--- src/trace_pkg.sv ---
// widths, buffer depth, major opcode and opcode class enums, decode/issue/trace record structs
package trace_pkg;

  //////////////////////////////////////////////////
  // widths and sizes
  //////////////////////////////////////////////////

  localparam int xlen       = 32;
  localparam int reg_addr_w = 5;
  localparam int cycle_w    = 32;
  localparam int fifo_depth = 4;
  localparam int lost_w     = 8;

  // buffer index and fill count widths
  localparam int fifo_ptr_w = $clog2(fifo_depth);
  localparam int fifo_cnt_w = $clog2(fifo_depth + 1);

  //////////////////////////////////////////////////
  // encodings
  //////////////////////////////////////////////////

  // RV32I major opcodes, instr[6:0]
  typedef enum logic [6:0] {
    opc_load   = 7'b0000011,
    opc_fence  = 7'b0001111,
    opc_op_imm = 7'b0010011,
    opc_auipc  = 7'b0010111,
    opc_store  = 7'b0100011,
    opc_op     = 7'b0110011,
    opc_lui    = 7'b0110111,
    opc_branch = 7'b1100011,
    opc_jalr   = 7'b1100111,
    opc_jal    = 7'b1101111,
    opc_system = 7'b1110011
  } major_opc_e;

  typedef enum logic [3:0] {
    op_lui,
    op_auipc,
    op_jal,
    op_jalr,
    op_branch,
    op_load,
    op_store,
    op_alu_imm,
    op_alu_reg,
    op_fence,
    op_system,
    op_invalid
  } op_class_e;

  //////////////////////////////////////////////////
  // records
  //////////////////////////////////////////////////

  typedef struct packed {
    op_class_e op_class;
    logic      rd_used;
    logic      rs1_used;
    logic      rs2_used;
  } decode_t;

  // what the core presents at the issue edge
  typedef struct packed {
    logic [xlen-1:0]    pc;
    logic [xlen-1:0]    instr;
    logic [xlen-1:0]    rs1_value;
    logic [xlen-1:0]    rs2_value;
    logic [cycle_w-1:0] cycle;
  } issue_t;

  typedef struct packed {
    logic [cycle_w-1:0]    cycle;
    logic [xlen-1:0]       pc;
    logic [xlen-1:0]       instr;
    op_class_e             op_class;
    logic                  rd_valid;
    logic [reg_addr_w-1:0] rd;
    logic [xlen-1:0]       rd_value;
    logic                  mem_valid;
    logic                  mem_we;
    logic [xlen-1:0]       mem_addr;
    logic [xlen-1:0]       rs1_value;
    logic [xlen-1:0]       rs2_value;
  } trace_rec_t;

endpackage

--- src/instr_classifier.sv ---
// RV32I instruction word to opcode class and register usage decode
module instr_classifier (
  input  logic [trace_pkg::xlen-1:0] instr,
  output trace_pkg::decode_t         decode
);
  import trace_pkg::*;

  major_opc_e  opcode;
  logic [2:0]  funct3;
  logic [6:0]  funct7;
  logic        alu_imm_ok;
  logic        alu_reg_ok;

  function automatic decode_t mk(input op_class_e cls, input logic rd, input logic rs1,
                                 input logic rs2);
    decode_t d;
    d.op_class = cls;
    d.rd_used  = rd;
    d.rs1_used = rs1;
    d.rs2_used = rs2;
    return d;
  endfunction

  assign opcode = major_opc_e'(instr[6:0]);
  assign funct3 = instr[14:12];
  assign funct7 = instr[31:25];

  // shifts carry funct7, the rest of OP-IMM is a plain immediate
  always_comb begin
    case (funct3)
      3'b001:  alu_imm_ok = (funct7 == 7'b0000000);
      3'b101:  alu_imm_ok = (funct7 == 7'b0000000) || (funct7 == 7'b0100000);
      default: alu_imm_ok = 1'b1;
    endcase
  end

  // only sub and sra use the alternate funct7
  assign alu_reg_ok = (funct7 == 7'b0000000) ||
                      ((funct7 == 7'b0100000) && ((funct3 == 3'b000) || (funct3 == 3'b101)));

  always_comb begin
    decode = mk(op_invalid, 1'b0, 1'b0, 1'b0);
    case (opcode)
      opc_lui:   decode = mk(op_lui, 1'b1, 1'b0, 1'b0);
      opc_auipc: decode = mk(op_auipc, 1'b1, 1'b0, 1'b0);
      opc_jal:   decode = mk(op_jal, 1'b1, 1'b0, 1'b0);
      opc_jalr:
        if (funct3 == 3'b000) decode = mk(op_jalr, 1'b1, 1'b1, 1'b0);
      opc_branch:
        if (funct3[2:1] != 2'b01) decode = mk(op_branch, 1'b0, 1'b1, 1'b1);
      opc_load:
        if ((funct3 != 3'b011) && (funct3[2:1] != 2'b11))
          decode = mk(op_load, 1'b1, 1'b1, 1'b0);
      opc_store:
        if (funct3[2] == 1'b0 && funct3 != 3'b011)
          decode = mk(op_store, 1'b0, 1'b1, 1'b1);
      opc_op_imm:
        if (alu_imm_ok) decode = mk(op_alu_imm, 1'b1, 1'b1, 1'b0);
      opc_op:
        if (alu_reg_ok) decode = mk(op_alu_reg, 1'b1, 1'b1, 1'b1);
      opc_fence:
        if (funct3[2:1] == 2'b00) decode = mk(op_fence, 1'b0, 1'b0, 1'b0);
      opc_system: begin
        // ecall, ebreak, mret, wfi use no registers
        if (funct3 == 3'b000 && instr[19:7] == '0)
          decode = mk(op_system, 1'b0, 1'b0, 1'b0);
        // csr ops, the immediate forms have no rs1
        else if (funct3[1:0] != 2'b00)
          decode = mk(op_system, 1'b1, !funct3[2], 1'b0);
      end
      default: decode = mk(op_invalid, 1'b0, 1'b0, 1'b0);
    endcase
  end

  // a fully driven word always lands in some class
  a_known_class: assert final ($isunknown(instr) || !$isunknown(decode))
    else $error("classifier produced unknown class for %h", instr);

endmodule

--- src/stage_tracker.sv ---
// cycle counter and virtual EX/WB slots building one trace record per retired instruction
module stage_tracker (
  input  logic                                 clk,
  input  logic                                 rst_n,
  // issue
  input  logic [trace_pkg::xlen-1:0]           pc,
  input  logic [trace_pkg::xlen-1:0]           instr,
  input  logic                                 id_valid,
  input  logic                                 is_decoding,
  input  logic [trace_pkg::xlen-1:0]           rs1_value,
  input  logic [trace_pkg::xlen-1:0]           rs2_value,
  // EX stage
  input  logic                                 ex_valid,
  input  logic                                 ex_reg_we,
  input  logic [trace_pkg::reg_addr_w-1:0]     ex_reg_addr,
  input  logic [trace_pkg::xlen-1:0]           ex_reg_wdata,
  input  logic                                 ex_data_req,
  input  logic                                 ex_data_gnt,
  input  logic                                 ex_data_we,
  input  logic [trace_pkg::xlen-1:0]           ex_data_addr,
  // WB stage
  input  logic                                 wb_valid,
  input  logic                                 wb_reg_we,
  input  logic [trace_pkg::reg_addr_w-1:0]     wb_reg_addr,
  input  logic [trace_pkg::xlen-1:0]           wb_reg_wdata,
  // from classifier
  input  trace_pkg::decode_t                   decode,
  // to buffer
  output logic                                 push,
  output trace_pkg::trace_rec_t                rec
);
  import trace_pkg::*;

  logic [cycle_w-1:0] cycle_cnt;
  logic               issue_fire;
  logic               ex_occ;
  logic               wb_occ;
  logic               ex_move;
  logic               wb_retire;
  issue_t             issue;
  trace_rec_t         issue_rec;
  trace_rec_t         ex_rec;
  trace_rec_t         ex_upd;
  trace_rec_t         wb_rec;

  assign issue_fire = id_valid && is_decoding;
  assign ex_move    = ex_occ && ex_valid;
  assign wb_retire  = wb_occ && wb_valid;

  assign issue = '{pc: pc, instr: instr, rs1_value: rs1_value, rs2_value: rs2_value,
                   cycle: cycle_cnt};

  //////////////////////////////////////////////////
  // record at issue
  //////////////////////////////////////////////////

  always_comb begin
    issue_rec           = '0;
    issue_rec.cycle     = issue.cycle;
    issue_rec.pc        = issue.pc;
    issue_rec.instr     = issue.instr;
    issue_rec.op_class  = decode.op_class;
    issue_rec.rd_valid  = decode.rd_used;
    issue_rec.rd        = decode.rd_used ? issue.instr[11:7] : '0;
    // unused sources read as zero
    issue_rec.rs1_value = decode.rs1_used ? issue.rs1_value : '0;
    issue_rec.rs2_value = decode.rs2_used ? issue.rs2_value : '0;
  end

  // EX slot with this edge's write and memory updates applied
  always_comb begin
    ex_upd = ex_rec;
    if (ex_reg_we && ex_rec.rd_valid && (ex_reg_addr == ex_rec.rd))
      ex_upd.rd_value = ex_reg_wdata;
    // only the first granted access counts
    if (ex_data_req && ex_data_gnt && !ex_rec.mem_valid) begin
      ex_upd.mem_valid = 1'b1;
      ex_upd.mem_we    = ex_data_we;
      ex_upd.mem_addr  = ex_data_addr;
    end
  end

  // late writeback value wins on the retire edge
  always_comb begin
    rec = wb_rec;
    if (wb_reg_we && wb_rec.rd_valid && (wb_reg_addr == wb_rec.rd))
      rec.rd_value = wb_reg_wdata;
  end

  assign push = wb_retire;

  //////////////////////////////////////////////////
  // slot state
  //////////////////////////////////////////////////

  always_ff @(posedge clk or negedge rst_n) begin
    if (!rst_n) begin
      cycle_cnt <= '0;
      ex_occ    <= 1'b0;
      wb_occ    <= 1'b0;
    end else begin
      cycle_cnt <= cycle_cnt + 1'b1;
      if (issue_fire)
        ex_occ <= 1'b1;
      else if (ex_move)
        ex_occ <= 1'b0;
      if (ex_move)
        wb_occ <= 1'b1;
      else if (wb_retire)
        wb_occ <= 1'b0;
    end
  end

  always_ff @(posedge clk) begin
    if (issue_fire)
      ex_rec <= issue_rec;
    else if (ex_occ)
      ex_rec <= ex_upd;
    if (ex_move)
      wb_rec <= ex_upd;
  end

  // core must not issue over an EX entry that is still waiting
  a_issue_free: assert property (@(posedge clk) disable iff (!rst_n)
    issue_fire |-> (!ex_occ || ex_valid));

  // on a handoff, WB retires exactly when it holds something
  a_wb_handoff: assert property (@(posedge clk) disable iff (!rst_n)
    ex_move |-> (wb_valid == wb_occ));

endmodule

--- src/trace_fifo.sv ---
// circular trace record buffer with valid/ready output and saturating lost-record counter
module trace_fifo (
  input  logic                         clk,
  input  logic                         rst_n,
  input  logic                         push,
  input  trace_pkg::trace_rec_t        rec,
  output logic                         trace_valid,
  output trace_pkg::trace_rec_t        trace_rec,
  input  logic                         trace_ready,
  output logic [trace_pkg::lost_w-1:0] lost_count
);
  import trace_pkg::*;

  trace_rec_t            mem [fifo_depth];
  logic [fifo_ptr_w-1:0] wr_ptr;
  logic [fifo_ptr_w-1:0] rd_ptr;
  logic [fifo_cnt_w-1:0] count;
  logic                  full;
  logic                  pop;
  logic                  do_write;
  logic                  drop;

  assign trace_valid = (count != '0);
  assign trace_rec   = mem[rd_ptr];
  assign full        = (count == fifo_cnt_w'(fifo_depth));
  assign pop         = trace_valid && trace_ready;
  // a pop on the same edge makes room
  assign do_write    = push && (!full || pop);
  assign drop        = push && full && !pop;

  always_ff @(posedge clk) begin
    if (do_write)
      mem[wr_ptr] <= rec;
  end

  //////////////////////////////////////////////////
  // pointers, fill level, drop counter
  //////////////////////////////////////////////////

  always_ff @(posedge clk or negedge rst_n) begin
    if (!rst_n) begin
      wr_ptr     <= '0;
      rd_ptr     <= '0;
      count      <= '0;
      lost_count <= '0;
    end else begin
      // depth is a power of two, pointers wrap on their own
      if (do_write)
        wr_ptr <= wr_ptr + 1'b1;
      if (pop)
        rd_ptr <= rd_ptr + 1'b1;
      case ({do_write, pop})
        2'b10:   count <= count + 1'b1;
        2'b01:   count <= count - 1'b1;
        default: count <= count;
      endcase
      if (drop && (lost_count != '1))
        lost_count <= lost_count + 1'b1;
    end
  end

  a_count_bound: assert property (@(posedge clk) disable iff (!rst_n)
    count <= fifo_cnt_w'(fifo_depth));

endmodule

--- src/instr_tracer.sv ---
// top level of the retirement tracer: classifier, stage tracker, output buffer
module instr_tracer (
  input  logic                             clk,
  input  logic                             rst_n,
  input  logic [trace_pkg::xlen-1:0]       pc,
  input  logic [trace_pkg::xlen-1:0]       instr,
  input  logic                             id_valid,
  input  logic                             is_decoding,
  input  logic [trace_pkg::xlen-1:0]       rs1_value,
  input  logic [trace_pkg::xlen-1:0]       rs2_value,
  input  logic                             ex_valid,
  input  logic                             ex_reg_we,
  input  logic [trace_pkg::reg_addr_w-1:0] ex_reg_addr,
  input  logic [trace_pkg::xlen-1:0]       ex_reg_wdata,
  input  logic                             ex_data_req,
  input  logic                             ex_data_gnt,
  input  logic                             ex_data_we,
  input  logic [trace_pkg::xlen-1:0]       ex_data_addr,
  input  logic                             wb_valid,
  input  logic                             wb_reg_we,
  input  logic [trace_pkg::reg_addr_w-1:0] wb_reg_addr,
  input  logic [trace_pkg::xlen-1:0]       wb_reg_wdata,
  output logic                             trace_valid,
  output trace_pkg::trace_rec_t            trace_rec,
  input  logic                             trace_ready,
  output logic [trace_pkg::lost_w-1:0]     lost_count
);
  import trace_pkg::*;

  decode_t    decode;
  logic       push;
  trace_rec_t rec;

  instr_classifier u_classifier (
    .instr  (instr),
    .decode (decode)
  );

  stage_tracker u_tracker (
    .clk, .rst_n, .pc, .instr, .id_valid, .is_decoding, .rs1_value, .rs2_value,
    .ex_valid, .ex_reg_we, .ex_reg_addr, .ex_reg_wdata,
    .ex_data_req, .ex_data_gnt, .ex_data_we, .ex_data_addr,
    .wb_valid, .wb_reg_we, .wb_reg_addr, .wb_reg_wdata,
    .decode (decode),
    .push   (push),
    .rec    (rec)
  );

  trace_fifo u_fifo (
    .clk, .rst_n,
    .push        (push),
    .rec         (rec),
    .trace_valid (trace_valid),
    .trace_rec   (trace_rec),
    .trace_ready (trace_ready),
    .lost_count  (lost_count)
  );

endmodule

--- config.mk ---
export PLATFORM = sky130hd
export DESIGN_NAME = instr_tracer
export DESIGN_NICKNAME = d
export VERILOG_FILES = /design/src/trace_pkg.sv /design/src/instr_classifier.sv /design/src/stage_tracker.sv /design/src/trace_fifo.sv /design/src/instr_tracer.sv
export SDC_FILE = /design/constraint.sdc
export NUM_CORES = 1
export LEC_CHECK = 0
export BUFFER_PORTS_ARGS = -buffer_cell sky130_fd_sc_hd__clkbuf_2
export CAP_MARGIN = 10
export CELL_PAD_IN_SITES_DETAIL_PLACEMENT = 0
export CELL_PAD_IN_SITES_GLOBAL_PLACEMENT = 2
export CORE_MARGIN = 4
export CORE_UTILIZATION = 50
export DETAILED_ROUTE_END_ITERATION = 6
export GPL_TIMING_DRIVEN = 0
export HOLD_SLACK_MARGIN = 0.12
export PLACE_DENSITY = 0.85
export SYNTH_ARGS = -nofsm -noshare
export SYNTH_HDL_FRONTEND = slang
export SYNTH_SLANG_ARGS = --single-unit
--- constraint.sdc ---
create_clock -name clk -period 11.3 [get_ports clk]
set_input_delay 0.565 -clock clk [delete_from_list [all_inputs] [get_ports clk]]
set_output_delay 0.565 -clock clk [all_outputs]
set_load 0.005 [all_outputs]
==> summary.txt, run 1 <==
Outcome
  – Outcome: completed

Synth
  – Post-synthesis cell type count: a little over 60
  – Cells after Synth: approximately 2,500
  – Most frequent cell after synthesis: edfxtp_1
  – Mux contribution to synthesized area: roughly 13%
  – Seq/Total Area, Yosys: between 70% and 80%
  – Synth Area in Compound Gates: 0.523%
  – XOR/XNOR Fraction of Synth Area: 0.878%
  – Cell Area, Synth: 53,900 µm²
  – Simple-Gate Fraction of Synth Area: 4.76%
  – Leading area contributor after synthesis: edfxtp_1
  – Synth async-reset ratio: 3.34%
  – Top FF cell, synth: edfxtp_1
  – Number of synthesized flops with an enable pin: between 1,000 and 1,500
  – Syn nets: 2,756
  – Synth area leaders: edfxtp_1, mux4_2, dfxtp_1
  – Yosys warnings: 0
  – Share of the synthesized area in the top cell type: 75.3%
  – Area share of fa/ha/maj cells after synthesis: less than 1%
  – Synth Area per Inst: 21.5 µm²
  – Top cells by count, synth: edfxtp_1, mux4_2, nor2_1
  – Yosys reg bits: 1,465
  – Largest family of logic cells by synthesized area: multiplexers

Setup path
  – Crit path largest cell delay: approximately 870 ps
  – Slowest-stage cell, CP: clkbuf_1
  – Worst path bufs/invs: 4
  – CP required: 10,740 ps
  – Worst EP arrival: 3380 ps
  – Worst setup SP type: flop
  – Worst path cell trace: clkbuf_1 > clkbuf_1 > buf_2 > mux4_2 > clkbuf_2
  – Most Frequent Cell on Critical Path: clkbuf_1
  – CP max FO: 10
  – Setup crit end kind: output port
  – CP top delay family: buffers and inverters
  – CP Class: flop to output port

CTS
  – Worst skew pair latency: 740 ps
  – CTS Sinks: 1,465
  – Postcts setup bufs: 0
  – Num CTS Buffers: 146
  – Clock-pin slew on the worst setup and hold paths: 60 ps
  – Root buffer cell: clkbuf_16
  – H-Tree Depth: 4
  – Bufs on Longest Clock Path: 3
  – Hold_buf cts: roughly 120
  – # resized after CTS: 0
  – CTS tree: done

Power and ir drop
  – Max VDD drop: 0.113 mV
  – PD cells: between 200 and 250 nW/µm²
  – Static leakage: 22.5 nW

Timing
  – Skew final: ~23 ps
  – Slew Limit Fails: 0
  – Tightest Pin Transition: 1150 ps
  – Setup TNS: 0 ps
  – Final setup violation count: 0
  – Fin. Hold Viols: 0
  – Period utilization: 34.9%
  – F_max: 0.253 GHz
  – Relative slew slack: a little under a quarter
  – Minimum clock period: 3940 ps
  – WHS: 176 ps
  – RSZ-0062 raised after global routing: no

Flow run
  – Max Cap Viol: 0

Detailed routing
  – Drt pass-1 iters: 5
  – WL final: 119 mm
  – Via density: between 5 and 6
  – Post-route DRC: 0
  – Routed wire length on met3: 10.6 mm
  – Routed vias: 26,402
  – Met2 WL: ~60 mm
  – Routed WL per cell: 24.7 µm
  – DR top layer: met5
  – DRT antenna net count: 0
  – Metal1 wirelength: 45.6 mm
  – Initial drt markers: 1,860

Worst hold path
  – Worst min path class: primary input to flop

GRT
  – GRT Total Usage: 21.1%
  – Congestion Overflow GR: 0
  – Pin count of the biggest net entering global routing: 59
  – Initial antenna violation count: 19
  – First-pass GRT wire length: 176 mm
  – Vias in the first global route: 28,006

Floorplanning
  – Area of the die: ~110,000 µm²
  – CORE AREA: 107,000 µm²
  – Die Ht: ~340 µm
  – Ports: between 400 and 500
  – Initial core utilization: 50.3%
  – Die width: 336 µm
  – Row Count: 120

Cells and area
  – Net count, final: 3,539
  – P&R area growth vs syn: 20.0%
  – Share of post-route cells with drive strength above 1: 33.4%

Placed design
  – PortBufs: 487
  – Gpl congestion: between 0.8 and 0.9
  – Post-DP HPWL: approximately 80 mm
==> worst paths after layout <==
kind | startpoint | end | slack, ps | depth (start not counted)
hold / removal | rs2_value[25] | u_tracker.ex_rec[25] | 180 | 2
setup / recovery | u_fifo.rd_ptr[0] | trace_rec[204] | 7360 | 5
min in group asynchronous | rst_n | u_fifo.lost_count[0] | 450 | 2
hold reg to reg | u_tracker.ex_rec[169] | u_tracker.rec[169] | 410 | 0
max in group asynchronous | rst_n | u_tracker.cycle_cnt[16] | 10240 | 2
setup reg to reg | u_fifo.count[2] | u_fifo.mem[3][169] | 8210 | 7
==> routing by layer <==
layer / vias up / GRT usage [%]
met5: - / 0
met4: 14 / 7.66
met3: 227 / 6.48
met2: 874 / 35.1
met1: 13562 / 26.5
li1: 11725 / -
==> state kept, by name, summed over array words and instances (netlist names) <==
register	cells
u_fifo.mem	944
u_tracker.ex_rec	236
u_tracker.rec	204
u_tracker.cycle_cnt	32
u_tracker.wb_rec	32
u_fifo.lost_count	8
u_fifo.count	3
u_fifo.rd_ptr	2
u_fifo.wr_ptr	2
u_tracker.ex_occ	1
u_tracker.wb_occ	1
==> cells in the final DEF, fill, tap and decap left out, drive strengths merged, types with 5 or more instances in the layout <==
| cell | synthesis | layout |
|---|---|---|
| and2 | 42 | 42 |
| buf | 51 | 80 |
| bufinv | 0 | 6 |
| xor2 | 23 | 23 |
| ha | 7 | 7 |
| dfrtp | 49 | 49 |
| dfxtp | 66 | 66 |
| and3 | 103 | 103 |
| mux2 | 99 | 99 |
| nand3 | 21 | 21 |
| nor2 | 116 | 116 |
| mux2i | 33 | 33 |
| clkbuf | 69 | 763 |
| nor3b | 38 | 38 |
| o21ai | 12 | 12 |
| nand2 | 28 | 28 |
| nor4 | 13 | 13 |
| nor3 | 38 | 38 |
| clkinv | 2 | 43 |
| dlygate4sd3 | 0 | 119 |
| a21oi | 5 | 5 |
| mux4 | 236 | 236 |
| nand4 | 13 | 13 |
| xnor2 | 31 | 31 |
| inv | 11 | 18 |
| diode | 0 | 18 |
| nor2b | 5 | 5 |
| edfxtp | 1350 | 1350 |
==> through the flow <==
| stage | area (µm²) | total power [mW] | utilization, % | worst slack [ps] | cells |
|---|---|---|---|---|---|
| 2_1_floorplan | 53900 | 8.18 | - | 4200 | 2502 |
| 3_3_place_gp | 58100 | 9.52 | 54.2 | -628 | 4392 |
| 3_5_place_dp | 58800 | 9.48 | 54.9 | 7700 | 4421 |
| 4_1_cts | 64600 | 14.2 | 60.3 | 7110 | 4802 |
| 5_1_grt | 64600 | 14.6 | 60.4 | 7130 | 4808 |
| 6_report | 64600 | 13.9 | 60.4 | 7360 | 4820 |
==> kinds of logic after synthesis <==
family	after synthesis
flops	1465
simple gates	437
mux	368
buf+inv	133
xor+xnor	54
compound gates	37
fa+ha+maj	8
==> area by class of cell <==
class,instances,area [µm²]
timing repair buffer,635,4370
sequential,1465,43100
buffer,120,538
tap,1403,1760
fill,7576,42400
clock inverter,55,487
clock buffer,207,4110
inverter,13,48.8
multi-input combinational,904,10200
antenna,18,45.0
==> where the power goes <==
group | internal (mW) | leakage, nW | switching (mW)
logic | 1.32 | 7.03 | 1.56
registers | 6.32 | 13.3 | 0.115
clock network | 2.68 | 2.25 | 1.95
(Power assumes the default switching activity.)
==> run 2, diff against run 1 <==
- ABC_AREA: unset -> 1
- CORE_UTILIZATION: 50 -> 38
- PLACE_DENSITY: 0.85 -> 0.76
- clock period: 11.3 -> 3.4 ns (I/O delays scaled with it)
==> run 2 against run 1 <==
- register-to-register slack lost 7800 ps
- flip-flop and latch count is the same
- wire length grew 30%
- sequential share of layout area shrank 4.3 points
- setup slack lost 7200 ps
- non-clock buffer count grew 265
- combinational power grew to 5.0 times the previous value
- clock skew shrank 2.0 ps
- area after synthesis grew 2.6%
- worst hold slack lost 10 ps
- critical path type unchanged
- critical endpoint is now trace_rec[146]
- largest cell class unchanged
- highest routed layer unchanged
==> summary.txt, run 2 <==
Cells and area
  – Most frequent cells in the layout: edfxtp_1, nor2_1, o21ai_0, clkbuf_2, inv_1
  – Net count, final: 5,313 (+50%)
  – Reg with most FFs: u_fifo.mem
  – Leading cell type in the layout, fill and taps excluded: edfxtp_1
  – Max reg flops: 944 (unchanged)
  – P&R area growth vs syn: 25.1%
  – Share of post-route cells with drive strength above 1: 17.2% (-16 points)

Synth
  – Post-synthesis cell type count: 35 (-43%)
  – Leading area contributor after synthesis: edfxtp_1
  – Syn nets: 4,375 (+59%)
  – Most frequent cell after synthesis: edfxtp_1
  – Yosys warnings: 0 (unchanged)
  – Top cells by count, synth: edfxtp_1, nor2_1, o21ai_0
  – Cells after Synth: 4,121 (+65%)
  – Seq/Total Area, Yosys: 78.0% (-2.0 points)
  – Share of the synthesized area in the top cell type: 73.4% (-1.9 points)
  – Top FF cell, synth: edfxtp_1
  – Yosys reg bits: 1,465 (unchanged)
  – Synth Area per Inst: 13.4 µm² (-38%)
  – Synth area leaders: edfxtp_1, nor2_1, o21ai_0
  – Synth async-reset ratio: 3.34% (unchanged)
  – Cell Area, Synth: 55,200 µm² (+2.6%)
  – Number of synthesized flops with an enable pin: 1,350 (unchanged)

CTS
  – Bufs on Longest Clock Path: 3 (unchanged)
  – Worst skew pair latency: 770 ps (+30 ps)
  – Num CTS Buffers: 154 (+5.5%)
  – CTS tree: done
  – Postcts setup bufs: 0 (unchanged)
  – H-Tree Depth: 4 (unchanged)
  – CTS Sinks: 1,465 (unchanged)
  – Clock-pin slew on the worst setup and hold paths: 50 ps (about the same)
  – Root buffer cell: clkbuf_16

Floorplanning
  – Ports: 491 (unchanged)
  – Initial core utilization: 38.4% (-12 points)
  – Die Ht: 389 µm (+16%)
  – Row Count: 139 (+16%)
  – CORE AREA: 144,000 µm² (+35%)
  – Area of the die: 152,000 µm² (+34%)
  – Die width: 389 µm (+16%)

Timing
  – Final setup violation count: 0 (unchanged)
  – Skew final: 20.7 ps (-1.98 ps)
  – RSZ-0062 raised after global routing: no
  – Setup TNS: 0 ps (unchanged)
  – Minimum clock period: 3260 ps
  – F_max: 0.307 GHz
  – Relative slew slack: 30.8% (+7.7 points)
  – Period utilization: 95.9%
  – WHS: 166 ps (-10.1 ps)
  – Final worst slack: 141 ps (-7210 ps)
  – Fin. Hold Viols: 0 (unchanged)
  – Slew Limit Fails: 0 (unchanged)
  – Tightest Pin Transition: 1030 ps (-119 ps)

Placed design
  – Gpl congestion: 0.788 (-3.2%)
  – Post-DP HPWL: 104 mm (+31%)
  – Pre-CTS setup slack: -28.4 ps (-7730 ps)
  – PortBufs: 489 (+0.41%)

Setup path
  – Worst path bufs/invs: 3 (-1)
  – Setup crit end kind: output port
  – CP max FO: 10 (unchanged)
  – CP top delay family: buffers and inverters
  – CP Class: flop to output port
  – CP required: 3230 ps (-7510 ps)
  – Worst path cell trace: clkdlybuf4s15_1 > clkbuf_1 > o21ai_0 > o22ai_4 > clkbuf_2
  – Slowest-stage cell, CP: clkdlybuf4s15_1
  – Crit path largest cell delay: 680 ps (-190 ps)
  – Worst EP arrival: 3090 ps (-290 ps)
  – Worst setup SP type: flop

Outcome
  – Outcome: completed

Power and ir drop
  – NetSw: 17.1 mW (+370%)
  – Power share of the clock group: 32.1% (-1.1 points)
  – Seq pwr share: 40.7% (-5.5 points)
  – Internal power: 35.7 mW (+250%)
  – Logic pwr share: 27.2% (+6.6 points)
  – Static leakage: 24.9 nW (+10%)
  – PD cells: 764 nW/µm² (+250%)
  – Switching share of power: 32.4% (+6.4 points)
  – Max VDD drop: 0.349 mV (+210%)

Detailed routing
  – Post-route DRC: 0 (unchanged)
  – Initial drt markers: 2,831 (+52%)
  – Routed vias: 34,997 (+33%)
  – Drt pass-1 iters: 6 (+1)
  – Via density: 4.93 (-10%)
  – Routed WL per cell: 21.9 µm (-12%)
  – WL final: 155 mm (+30%)
  – DRT antenna net count: 0 (unchanged)

GRT
  – Pin count of the biggest net entering global routing: 74 (+25%)
  – Congestion Overflow GR: 0 (unchanged)
  – Vias in the first global route: 34,906 (+25%)
  – GRT Total Usage: 20.2% (-0.93 points)
  – First-pass GRT wire length: 227 mm (+29%)
  – Initial antenna violation count: 22 (+3)

Flow run
  – Max Cap Viol: 0 (unchanged)

Worst hold path
  – Worst min path class: primary input to flop
==> run 2: cell families after synthesis <==
| logic type | Yosys count | share of synthesized area (%) |
|---|---|---|
| flops | 1465 | 78.0 |
| simple gates | 1199 | 8.83 |
| compound gates | 892 | 8.64 |
| buf+inv | 513 | 3.64 |
| xor+xnor | 44 | 0.698 |
| fa+ha+maj | 8 | 0.195 |
==> run 2: final timing paths <==
kind,start,endpoint,depth (start not counted),slack [ps]
hold reg to reg,u_tracker.ex_rec[55],u_tracker.rec[55],0,410
setup / recovery,u_fifo.rd_ptr[1],trace_rec[146],5,140
min in group asynchronous,rst_n,u_fifo.rd_ptr[0],4,540
hold / removal,ex_reg_addr[0],u_tracker.wb_rec[127],6,170
max in group asynchronous,rst_n,u_fifo.lost_count[7],4,1430
setup reg to reg,u_fifo.count[0],u_fifo.mem[2][28],9,410
==> run 2: cell type report <==
type | instances | area [µm²]
Antenna cell | 11 | 27.5
Inverter | 275 | 1040
Clock buffer | 207 | 4290
Sequential cell | 1465 | 43100
Fill cell | 12739 | 74900
Multi-Input combinational cell | 2143 | 10400
Tap cell | 1903 | 2380
Timing Repair Buffer | 782 | 5950
Clock inverter | 75 | 856
Buffer | 238 | 1110
==> run 2: worst min-delay path, cell delays in order <==
cell      delay, ps
clkbuf_2         80
inv_1            50
nor2_1           80
nor2_1          170
nand4_1         150
nand2_1          60
==> run 2: stage by stage <==
step | util, % | std cells | area, µm² | total power [mW]
floorplan | - | 4121 | 55300 | 28.4
global placement | 41.8 | 6513 | 60100 | 35.9
detailed placement | 42.5 | 6566 | 61300 | 36.0
CTS | 48.0 | 7088 | 69100 | 53.6
global route | 48.0 | 7089 | 69100 | 55.5
finish | 48.0 | 7099 | 69100 | 52.8
==> run 2: power by group through the flow <==
stage	Combinational (mW)	Clock, mW	Sequential (mW)
floorplan	6.49	0	21.9
global placement	13.8	0	22.1
detailed placement	14.2	0	21.9
CTS	14.7	17.3	21.5
global route	15.7	18.1	21.6
finish	14.4	16.9	21.5
==> run 2: timing repair <==
action	in CTS	in global routing
hold endpoints to repair	532	0
endpoints found under the setup margin	224	13
hold buffers	240	0
resized for setup	73	13
==> run 2: metal layers <==
| layer | wire length (µm) | track usage [%] |
|---|---|---|
| met3 | 8100 | 3.55 |
| met5 | 27 | 0 |
| met1 | 67500 | 27.0 |
| met4 | 4180 | 6.32 |
| met2 | 75400 | 33.8 |
